`src/verilog/gat_flow_pkg.sv`:
```
// Counter widths for the credit and FIFO fill logic, imported where flow control is kept
package gat_flow_pkg;

  // Up to 16 outstanding credits
  localparam int credit_w = 5;

  // Fill level of a FIFO of up to 16 entries
  localparam int level_w = 5;

endpackage

```
`src/verilog/gat_types_pkg.sv`:
```
// Stream word and per-node result formats of the edge-scoring stage, imported by datapath and testbench
package gat_types_pkg;

  localparam int word_w = 32;           // One stream word

  localparam logic kind_hdr  = 1'b1;    // Kind bit for a header word
  localparam logic kind_feat = 1'b0;    // Kind bit for a feature word

  typedef logic signed [7:0] feat_t;

  typedef struct packed {
    logic [7:0]  node_id;
    logic [7:0]  nbr_count;             // Feature words that follow
    logic [15:0] reserved;
  } node_hdr_t;

  typedef feat_t [3:0] feat_word_t;     // Four features of one neighbor

  // Same 32 bits, read as header or as features depending on the kind bit
  typedef union packed {
    node_hdr_t  hdr;
    feat_word_t feat;
  } stream_word_u;

  typedef logic signed [17:0] score_t;

  localparam score_t score_min = 18'sh20000;  // Most negative score

  typedef struct packed {
    logic [7:0] node_id;
    logic [7:0] edge_count;
    score_t     max_score;
  } node_result_t;

endpackage
```
`src/verilog/feat_stream_if.sv`:
```
// Word stream from the ingress buffer to the scoring unit; a word moves when avail and take are high
`timescale 1ns/1ps

interface feat_stream_if import gat_types_pkg::*; ();

  stream_word_u word;   // Head word of the ingress FIFO
  logic         kind;   // Header or feature
  logic         avail;  // Head word is valid
  logic         take;   // Consumer accepts the head word

  modport src (
    output word, kind, avail,
    input  take
  );

  modport dst (
    input  word, kind, avail,
    output take
  );

endinterface

```
`src/verilog/gat_attn_top.sv`:
```
// Top level of the edge-scoring stage, credit-based stream in and per-node results out
`timescale 1ns/1ps

module gat_attn_top import gat_types_pkg::*; #(
  parameter int         IN_DEPTH    = 8,
  parameter int         OUT_DEPTH   = 4,
  parameter int         OUT_CREDITS = 4,
  parameter feat_word_t ATT_VEC     = 32'h02FF_03FE  // Feature 3 in the top byte
) (
  input  logic              clk,
  input  logic              rst_n,
  input  logic              in_valid,
  input  logic              in_kind,
  input  logic [word_w-1:0] in_word,
  output logic              in_credit,
  output logic              out_valid,
  output logic [7:0]        out_node_id,
  output logic [7:0]        out_count,
  output score_t            out_max_score,
  input  logic              out_credit
);

  feat_stream_if fs_if ();

  logic         res_push;
  node_result_t res_data;
  logic         res_space;

  feat_ingress #(.IN_DEPTH(IN_DEPTH)) u_ingress (
    .clk       (clk),
    .rst_n     (rst_n),
    .in_valid  (in_valid),
    .in_kind   (in_kind),
    .in_word   (in_word),
    .in_credit (in_credit),
    .fs        (fs_if.src)
  );

  edge_score_unit #(.ATT_VEC(ATT_VEC)) u_score (
    .clk       (clk),
    .rst_n     (rst_n),
    .fs        (fs_if.dst),
    .res_push  (res_push),
    .res_data  (res_data),
    .res_space (res_space)
  );

  result_egress #(
    .OUT_DEPTH   (OUT_DEPTH),
    .OUT_CREDITS (OUT_CREDITS)
  ) u_egress (
    .clk           (clk),
    .rst_n         (rst_n),
    .res_push      (res_push),
    .res_data      (res_data),
    .res_space     (res_space),
    .out_valid     (out_valid),
    .out_node_id   (out_node_id),
    .out_count     (out_count),
    .out_max_score (out_max_score),
    .out_credit    (out_credit)
  );

endmodule

```
`src/verilog/result_egress.sv`:
```
// Output side: queues node results and sends one per downstream credit held
`timescale 1ns/1ps

module result_egress import gat_types_pkg::*, gat_flow_pkg::*; #(
  parameter int OUT_DEPTH   = 4,
  parameter int OUT_CREDITS = 4
) (
  input  logic         clk,
  input  logic         rst_n,
  input  logic         res_push,
  input  node_result_t res_data,
  output logic         res_space,
  output logic         out_valid,
  output logic [7:0]   out_node_id,
  output logic [7:0]   out_count,
  output score_t       out_max_score,
  input  logic         out_credit
);

  localparam int RES_W = $bits(node_result_t);

  logic [RES_W-1:0]    fifo_dout;
  logic                fifo_empty;
  logic                fifo_full;
  logic                fifo_afull;
  logic [credit_w-1:0] credits;
  logic                send;
  node_result_t        out_res;

  assign send      = ~fifo_empty & (credits != '0);
  assign res_space = ~fifo_full & ~fifo_afull;     // Room for the results in flight

  sync_fifo #(
    .DATA_W (RES_W),
    .DEPTH  (OUT_DEPTH)
  ) u_fifo (
    .clk          (clk),
    .rst_n        (rst_n),
    .din          (res_data),
    .push         (res_push),
    .pop          (send),
    .dout         (fifo_dout),
    .empty        (fifo_empty),
    .almost_empty (),
    .full         (fifo_full),
    .almost_full  (fifo_afull)
  );

  // Spend and return in one cycle cancel out
  always_ff @(posedge clk or negedge rst_n) begin
    if (!rst_n) begin
      credits <= credit_w'(OUT_CREDITS);
    end else if (send & ~out_credit) begin
      credits <= credits - 1'b1;
    end else if (out_credit & ~send) begin
      credits <= credits + 1'b1;
    end
  end

  always_ff @(posedge clk or negedge rst_n) begin
    if (!rst_n) begin
      out_valid <= 1'b0;
    end else begin
      out_valid <= send;
    end
  end

  always_ff @(posedge clk) begin
    if (send) begin
      out_res <= fifo_dout;
    end
  end

  assign out_node_id   = out_res.node_id;
  assign out_count     = out_res.edge_count;
  assign out_max_score = out_res.max_score;

endmodule

```
`src/verilog/edge_score_unit.sv`:
```
// Record parser and two-stage attention score pipeline; emits count and max score per node
`timescale 1ns/1ps

module edge_score_unit import gat_types_pkg::*; #(
  parameter feat_word_t ATT_VEC = 32'h02FF_03FE  // {2, -1, 3, -2}
) (
  input  logic          clk,
  input  logic          rst_n,
  feat_stream_if.dst    fs,
  output logic          res_push,
  output node_result_t  res_data,
  input  logic          res_space
);

  logic [7:0]         remain;          // Edges of the current node still to take
  logic [7:0]         cur_node;
  logic               first_edge;
  logic               is_hdr;
  logic               zero_hdr;
  logic               hdr_take;
  logic               feat_take;
  logic               zero_load;

  logic               s1_vld;
  logic               s1_first;
  logic               s1_last;
  logic [7:0]         s1_node;
  logic signed [15:0] prod [4];

  score_t             sum;
  score_t             leaky;
  logic [7:0]         s2_node;
  logic [7:0]         run_cnt;
  score_t             run_max;
  logic               push_q;

  assign is_hdr   = (fs.kind == kind_hdr);
  assign zero_hdr = (fs.word.hdr.nbr_count == 8'd0);

  // An empty node would collide with an edge retiring from stage 1, so hold it one cycle
  assign fs.take   = res_space & ~(is_hdr & zero_hdr & s1_vld);
  assign hdr_take  = fs.avail & fs.take & is_hdr;
  assign feat_take = fs.avail & fs.take & ~is_hdr & (remain != 8'd0);  // Stray features drop
  assign zero_load = hdr_take & zero_hdr;

  always_ff @(posedge clk or negedge rst_n) begin
    if (!rst_n) begin
      remain     <= '0;
      first_edge <= 1'b0;
    end else if (hdr_take) begin
      remain     <= fs.word.hdr.nbr_count;
      first_edge <= 1'b1;
    end else if (feat_take) begin
      remain     <= remain - 8'd1;
      first_edge <= 1'b0;
    end
  end

  always_ff @(posedge clk) begin
    if (hdr_take) begin
      cur_node <= fs.word.hdr.node_id;
    end
  end

  // Stage 1 forms the four products
  always_ff @(posedge clk or negedge rst_n) begin
    if (!rst_n) begin
      s1_vld <= 1'b0;
    end else begin
      s1_vld <= feat_take;
    end
  end

  always_ff @(posedge clk) begin
    if (feat_take) begin
      s1_first <= first_edge;
      s1_last  <= (remain == 8'd1);
      s1_node  <= cur_node;
      for (int i = 0; i < 4; i++) begin
        prod[i] <= $signed(fs.word.feat[i]) * $signed(ATT_VEC[i]);
      end
    end
  end

  // Sum and LeakyReLU with slope 1/8
  always_comb begin
    sum   = prod[0] + prod[1] + prod[2] + prod[3];
    leaky = sum[17] ? (sum >>> 3) : sum;
  end

  // Stage 2 folds the score into the node's running state
  always_ff @(posedge clk or negedge rst_n) begin
    if (!rst_n) begin
      push_q <= 1'b0;
    end else begin
      push_q <= zero_load | (s1_vld & s1_last);
    end
  end

  always_ff @(posedge clk) begin
    if (zero_load) begin
      s2_node <= fs.word.hdr.node_id;    // Empty node bypasses the pipeline
      run_cnt <= '0;
      run_max <= score_min;
    end else if (s1_vld) begin
      s2_node <= s1_node;
      if (s1_first) begin
        run_cnt <= 8'd1;
        run_max <= leaky;
      end else begin
        run_cnt <= run_cnt + 8'd1;
        run_max <= (leaky > run_max) ? leaky : run_max;
      end
    end
  end

  assign res_push = push_q;
  assign res_data = '{node_id: s2_node, edge_count: run_cnt, max_score: run_max};

endmodule

```
`src/verilog/feat_ingress.sv`:
```
// Input side: buffers upstream words and returns one credit per word handed to the scoring unit
`timescale 1ns/1ps

module feat_ingress import gat_types_pkg::*; #(
  parameter int IN_DEPTH = 8
) (
  input  logic         clk,
  input  logic         rst_n,
  input  logic         in_valid,
  input  logic         in_kind,
  input  stream_word_u in_word,
  output logic         in_credit,
  feat_stream_if.src   fs
);

  logic [word_w:0] fifo_din;
  logic [word_w:0] fifo_dout;
  logic            fifo_empty;
  logic            consume;

  assign fifo_din = {in_kind, in_word};    // Kind bit rides above the word
  assign consume  = fs.avail & fs.take;

  sync_fifo #(
    .DATA_W (word_w + 1),
    .DEPTH  (IN_DEPTH)
  ) u_fifo (
    .clk          (clk),
    .rst_n        (rst_n),
    .din          (fifo_din),
    .push         (in_valid),
    .pop          (consume),
    .dout         (fifo_dout),
    .empty        (fifo_empty),
    .almost_empty (),
    .full         (),
    .almost_full  ()
  );

  assign fs.avail = ~fifo_empty;
  assign fs.kind  = fifo_dout[word_w];
  assign fs.word  = fifo_dout[word_w-1:0];

  // Source never holds more than IN_DEPTH uncredited words, so the FIFO cannot overflow
  always_ff @(posedge clk or negedge rst_n) begin
    if (!rst_n) begin
      in_credit <= 1'b0;
    end else begin
      in_credit <= consume;                // One pulse per consumed word
    end
  end

endmodule

```
`src/verilog/sync_fifo.sv`:
```
// Fall-through synchronous FIFO with near-empty and near-full flags, used by ingress and egress
`timescale 1ns/1ps

module sync_fifo import gat_flow_pkg::*; #(
  parameter int DATA_W = 32,
  parameter int DEPTH  = 8      // Power of two
) (
  input  logic              clk,
  input  logic              rst_n,
  input  logic [DATA_W-1:0] din,
  input  logic              push,
  input  logic              pop,
  output logic [DATA_W-1:0] dout,
  output logic              empty,
  output logic              almost_empty,
  output logic              full,
  output logic              almost_full
);

  localparam int ADDR_W = $clog2(DEPTH);

  logic [DATA_W-1:0]  mem [DEPTH];
  logic [ADDR_W:0]    wr_ptr;          // Extra MSB is the wrap bit
  logic [ADDR_W:0]    rd_ptr;
  logic [ADDR_W:0]    ptr_diff;
  logic [level_w-1:0] level;
  logic               do_push;
  logic               do_pop;

  assign do_push = push & ~full;       // Push on full is dropped
  assign do_pop  = pop & ~empty;       // Pop on empty is dropped

  assign ptr_diff = wr_ptr - rd_ptr;   // Modulo the pointer width
  assign level    = level_w'(ptr_diff);

  assign empty        = (wr_ptr == rd_ptr);
  assign full         = (wr_ptr[ADDR_W-1:0] == rd_ptr[ADDR_W-1:0]) &
                        (wr_ptr[ADDR_W] != rd_ptr[ADDR_W]);
  assign almost_empty = (level == level_w'(1));          // One entry left
  assign almost_full  = (level == level_w'(DEPTH - 1));  // One slot left

  assign dout = mem[rd_ptr[ADDR_W-1:0]];                  // Head shown without a pop

  always_ff @(posedge clk) begin
    if (do_push) begin
      mem[wr_ptr[ADDR_W-1:0]] <= din;
    end
  end

  always_ff @(posedge clk or negedge rst_n) begin
    if (!rst_n) begin
      wr_ptr <= '0;
    end else if (do_push) begin
      wr_ptr <= wr_ptr + 1'b1;
    end
  end

  always_ff @(posedge clk or negedge rst_n) begin
    if (!rst_n) begin
      rd_ptr <= '0;
    end else if (do_pop) begin
      rd_ptr <= rd_ptr + 1'b1;
    end
  end

endmodule

```
`config.mk`:
```
export PLATFORM = sky130hd
export DESIGN_NAME = gat_attn_top
export DESIGN_NICKNAME = d
export VERILOG_FILES = /design/src/verilog/gat_flow_pkg.sv /design/src/verilog/gat_types_pkg.sv /design/src/verilog/feat_stream_if.sv /design/src/verilog/gat_attn_top.sv /design/src/verilog/result_egress.sv /design/src/verilog/edge_score_unit.sv /design/src/verilog/feat_ingress.sv /design/src/verilog/sync_fifo.sv
export SDC_FILE = /design/constraint.sdc
export NUM_CORES = 1
export LEC_CHECK = 0
export ABC_AREA = 1
export ABC_CLOCK_PERIOD_IN_PS = 5700
export BUFFER_PORTS_ARGS = -buffer_cell sky130_fd_sc_hd__buf_2
export CORE_MARGIN = 8
export CORE_UTILIZATION = 50
export DETAILED_ROUTE_END_ITERATION = 16
export PLACE_DENSITY = 0.63
export SLEW_MARGIN = 10
export SYNTH_ARGS = -nofsm -noshare
export SYNTH_HDL_FRONTEND = slang
export SYNTH_SLANG_ARGS = --single-unit
```
`constraint.sdc`:
```
create_clock -name clk -period 5.7 [get_ports clk]
set_clock_uncertainty 0.05 [all_clocks]
set_input_delay 1.71 -clock clk [delete_from_list [all_inputs] [get_ports clk]]
set_output_delay 1.71 -clock clk [all_outputs]
set_load 0.02 [all_outputs]
```
# After elaboration in Yosys (flattened, before gate mapping)
# Memory sizes are Yosys's and may differ from the RTL's. A register that Yosys moved wholly into a read port is not among the register bits.
# Index checks and enable logic that the tools add are counted.
[totals]
ff_bits = 84
mem_bits_rw = 464
inputBits = 37
out_inout_bits = 36
elab_cells = 100
n_memories = 3
[mem_list]
columns = ["memory", "depth", "width", "read_ports", "rd_ports_with_merged_regs", "write_ports", "line", "source"]
rows = [
  ["u_ingress.u_fifo.mem", 8, 33, 1, 0, 1, "sync_fifo.sv:22", "logic [DATA_W-1:0] mem [DEPTH];"],
  ["u_egress.u_fifo.mem", 4, 34, 1, 1, 1, "sync_fifo.sv:22", ""],
  ["u_score.prod", 4, 16, 4, 0, 4, "edge_score_unit.sv:28", "logic signed [15:0] prod [4];"],
]
[op_classes]
add_sub_neg = 14
n_mul = 1
order_cmp = 1
eq_ne = 8
muxes = 18
bitwise_logic = 29
reduce_logical = 8
[ops]
columns = ["cell", "n"]
rows = [
  ["2-to-1 mux 18 bit", 3],
  ["2-to-1 mux 8 bit", 5],
  ["bitwise AND 1 bit", 19],
  ["adder 17 x 16 -> 18 bit", 1],
  ["adder 18 x 16 -> 18 bit", 1],
  ["> comparator 18 bit", 1],
  ["adder 16 x 16 -> 17 bit", 1],
  ["negator 8 -> 16 bit", 1],
  ["negator 8 -> 15 bit", 1],
  ["multiplier 8 x 3 -> 11 bit, second input constant", 1],
  ["2-to-1 mux 5 bit", 2],
  ["NOT 1 bit", 9],
  ["adder 4 x 1 -> 4 bit, second input constant", 2],
  ["adder 8 x 1 -> 8 bit, second input constant", 1],
  ["== test 8 x 1 -> 1 bit, second input constant", 1],
  ["logical NOT 8 bit", 1],
  ["2-to-1 mux 1 bit", 8],
  ["nonzero test 2 bit", 4],
  ["nonzero test 8 bit", 1],
  ["subtractor 8 x 1 -> 8 bit, second input constant", 1],
  ["adder 3 x 1 -> 3 bit, second input constant", 2],
  ["== test 3 bit", 2],
  ["adder 5 x 1 -> 5 bit, second input constant", 1],
  ["nonzero test 5 bit", 1],
  ["8 further kinds", 9],
]

# Longest topological paths before layout
# An unclocked memory read counts as a cell.
[logic_depth]
word_depth = 11
mapped_depth = 33
mapped_depth_nobuf = 31

# Modules after synthesis
# A second synthesis with hierarchy kept.
[unflattened]
hier_cells = 2550
hier_area_um2 = 26437.9
[modules_own_cells]
columns = ["mod", "instances", "cells_per_inst", "area_per_inst_um2", "seq_area_each_um2"]
rows = [
  ["sync_fifo at u_ingress.u_fifo", 1, 1210, 11980.2, 8127.8],
  ["edge_score_unit", 1, 849, 7347.0, 3078.0],
  ["sync_fifo at u_egress.u_fifo", 1, 395, 5621.6, 4234.1],
  ["result_egress", 1, 92, 1450.1, 1172.4],
  ["feat_ingress", 1, 4, 38.8, 25.0],
]

# Least setup slack after synthesis
# Ideal clock, no wire load.
[synth_path]
kind = "register -> register"
startpoint = "memory u_score.prod[3][14]"
endpoint = "register u_score.run_max[11]"
setup_time_ps = 112
t_arrival_ps = 4469
required_time_ps = 5538
setup_slack_ps = 1069
stages_incl_launch_ff = 31
path_buffers = 2
period_less_slack_ps = 4631
path_cell_list = "edfxtp_1 inv_1 fa_1 fa_1 inv_1 ha_1 nand2_1 nor2_1 nand2_1 nand3_1 nand2_1 nand2_1 nand2_1 nand2_1 buf_2 nand2_1 nand2_1 inv_1 ha_1 nand2_1 inv_1 nand3_1 nor2_1 nand3_1 nand3_1 nand2_1 nand3_2 clkbuf_1 nand3_1 nand2_1 nor2_1"
[synth_lines]
columns = ["element", "line", "source"]
rows = [
  ["start, declared", "edge_score_unit.sv:28", ""],
  ["end signal, assigned", "edge_score_unit.sv:104", "run_max <= score_min;"],
  ["end signal, assigned", "edge_score_unit.sv:109", "run_max <= leaky;"],
  ["end signal, assigned", "edge_score_unit.sv:112", "run_max <= (leaky > run_max) ? leaky : run_max;"],
  ["end, declared", "edge_score_unit.sv:34", "score_t run_max;"],
]

==> flow_metrics.tcl <==
set metrics [dict create \
    outcome "finished, final reports clean" \
    path_common_cell "nand2_1" \
    firstDrtPassIters 5 \
    grt_usage_pct 17.56 \
    synth_ff_type "edfxtp_1" \
    slew_violations 0 \
    start_util_pct 50.22 \
    whs_ns 0.3604 \
    grt_pass1_vias 14850 \
    place_congestion 0.8515 \
    fin_setup_tns_ns 0 \
    yosysTopAreaCell "edfxtp_1" \
    wl_um 50440 \
    htreeDepth 2 \
    setup_viol 0 \
    min_period_over_period_pct 91.40 \
    critPathKind "reg2reg" \
    min_path_type "reg2reg" \
    via_per_inst 5.226 \
    syn-num-nets 2250 \
    timing.final.crit_period_ns 5.210 \
    nNetsFinal 2334 \
    rsz0062_at_grt "no" \
    cts.sinks 568 \
    startpoint_type "flop" \
    cpMaxStageDelayCell "fa_1" \
    avgSynthCellArea_um2 11.83 \
    synth.distinct_cells 52 \
    ys_warn_count 0 \
    cts_hold_buf 0 \
    clock_latency_ns 0.63 \
    rows 82 \
    crit_path_max_fanout 14 \
    synth.yosys.seq_area_share_pct 66.58 \
    place_area_um2 26090 \
    fp.dieH_um 239.6 \
    cts-buffers-inserted 58 \
    worstPathArrival_ns 5.67 \
    vias 15200 \
    drcViolationCount 0 \
    ys_ff_latch 568 \
    wl_per_cell_um 17.35 \
    clock_path_buffers 3 \
    netlist_area_um2 24990 \
    tightest_slew_ns 1.029 \
    core-area_um2 49760 \
    cts_root_buf "clkbuf_16" \
    n_antenna_cell 0 \
    port_buffers 72 \
    drtIter0Drc 979 \
    hold_viol_final 0 \
    drive_gt1_share_pct 11.00 \
    ant_nets 0 \
    ios 73 \
    synth-edff-count 510 \
    slew_headroom_pct 31.22 \
    syn_to_final_growth_pct 11.65 \
    design_area_um2 27900 \
    die_area_um2 57380 \
    grt_pass1_wl_um 79980 \
    fp.dieW_um 239.6 \
    crit_path_end_kind "flop" \
    grt_start_max_net_pins 72 \
    fmax_mhz 192.0 \
    synthCells 2112 \
    grt_overflow 0 \
    timing.max_cap.violations 0 \
    cts_tree "done" \
    clkTransAtPathRegs_ns 0.06 \
    cpPeakStageDelay_ns 0.51 \
    synth_top_area_share_pct 61.29 \
    synth_area_leaders "edfxtp_1 (61%), nand2_1 (4.8%), nor2_1 (4.2%)" \
    dp_hpwl_um 31760 \
    worstPathRequired_ns 6.16 \
    grt_antenna_before_repair 1 \
    async_reset_ff_share_pct 5.634 \
]
==> path summary, 6_finish.rpt <==
path | from | endpoint | cells past startpoint | slack [ns]
max reg2reg | u_score.prod[3][14]$_DFFE_PP_ | u_score.run_max[11]$_SDFFE_PP0P_ | 29 | 0.49
max | u_score.prod[3][14]$_DFFE_PP_ | u_score.run_max[11]$_SDFFE_PP0P_ | 29 | 0.49
max in group asynchronous | rst_n | u_ingress.u_fifo.rd_ptr[0]$_DFFE_PN0P_ | 1 | 3.88
min in group asynchronous | rst_n | u_ingress.in_credit$_DFF_PN0_ | 1 | 1.11
min reg2reg | u_score.cur_node[1]$_DFFE_PP_ | u_score.s1_node[1]$_DFFE_PP_ | 0 | 0.36
min | u_score.cur_node[1]$_DFFE_PP_ | u_score.s1_node[1]$_DFFE_PP_ | 0 | 0.36
==> routing by layer <==
metal	GRT usage [%]	routed length, um
met2	30.38	24840
met1	22.67	22400
met5	0	13
met4	5.271	1085
met3	2.772	2102
==> cells in the mapped netlist (5+ instances only) <==
cell type  instances
a21oi_1           37
a31oi_1           12
buf_2             26
buf_6             12
clkbuf_1          36
dfrtp_1           31
dfxtp_1           26
edfxtp_1         510
fa_1              35
ha_1              66
inv_1            215
inv_2              5
nand2_1          318
nand2_2            9
nand3_1           92
nand3_2            6
nand3b_1           7
nand4_1            5
nor2_1           277
nor3_1             5
o21ai_0          182
o21ai_1           16
o22ai_1           75
xnor2_1            8
xor2_1            48
==> cell type report <==
| cell class | instances | area [um^2] |
|---|---|---|
| flip-flops and latches | 568 | 16640 |
| multi-input cells | 1238 | 7139 |
| clock buffers | 79 | 1570 |
| clock inverters | 21 | 203.9 |
| repair buffers | 108 | 655.6 |
| well taps | 672 | 840.8 |
| fillers | 4072 | 21860 |
| inverters | 222 | 844.6 |
==> cell usage in the layout (no fill, tap or decap), types with 9 or more instances in the layout <==
cell	n
clkbuf_16	58
o21ai_1	16
nand2_2	9
dfrtp_1	28
buf_4	34
o21ai_0	182
xor2_1	48
edfxtp_1	510
buf_2	72
a21oi_1	37
nor2_1	265
fa_1	35
nand2_1	318
clkbuf_1	17
nand3_1	92
inv_1	212
dfxtp_1	26
a31oi_1	12
o22ai_1	75
ha_1	66
nor2_4	13
==> state kept, by name, indices dropped and copies added (netlist names), 3 cells and up <==
signal                   count
u_egress.u_fifo.rd_ptr       3
u_egress.out_node_id         8
u_score.remain               8
u_egress.out_max_score      18
u_egress.credits             5
u_score.s2_node              8
u_score.s1_node              8
u_egress.u_fifo.mem        136
u_score.run_max             18
u_egress.u_fifo.wr_ptr       3
u_score.cur_node             8
u_ingress.u_fifo.mem       264
u_ingress.u_fifo.rd_ptr      4
u_ingress.u_fifo.wr_ptr      4
u_egress.out_count           8
u_score.prod                50
u_score.run_cnt              8
==> cell families after synthesis <==
kind of cell | count (synthesis) | synth area share [%]
mux | 5 | 0.3805
xor+xnor | 56 | 1.963
fa+ha+maj | 101 | 6.109
compound gates | 336 | 7.346
simple gates | 740 | 12.45
flops | 568 | 66.58
buf+inv | 306 | 5.167
==> critical path: cells and delay by family, from the launching register on <==
kind | cells | cell delay [ns]
buffers and inverters | 8 | 1.17
flip-flops | 1 | 0.48
adder cells (fa/ha/maj) | 4 | 1.62
AO/OA/AOI/OAI | 3 | 0.47
AND/OR/NAND/NOR | 14 | 1.32
==> stage by stage <==
stage | instances | utilization (%) | setup slack, ns
4_1_cts | 2906 | 55.99 | 0.3968
3_5_place_dp | 2806 | 52.43 | 0.4421
6_report | 2908 | 56.06 | 0.4904
3_3_place_gp | 2806 | 52.43 | 0.6189
2_1_floorplan | 2112 | - | 1.069
5_1_grt | 2908 | 56.06 | 0.01093
==> what timing repair did <==
item / 4_1_cts / 5_1_grt
gates resized for setup: 0 / 2
setup endpoints to repair: 0 / 14
buffers inserted: 0 / 2
Power is not shown: default switching activity piles up to over one toggle a cycle in this logic, so the estimate is an artifact.
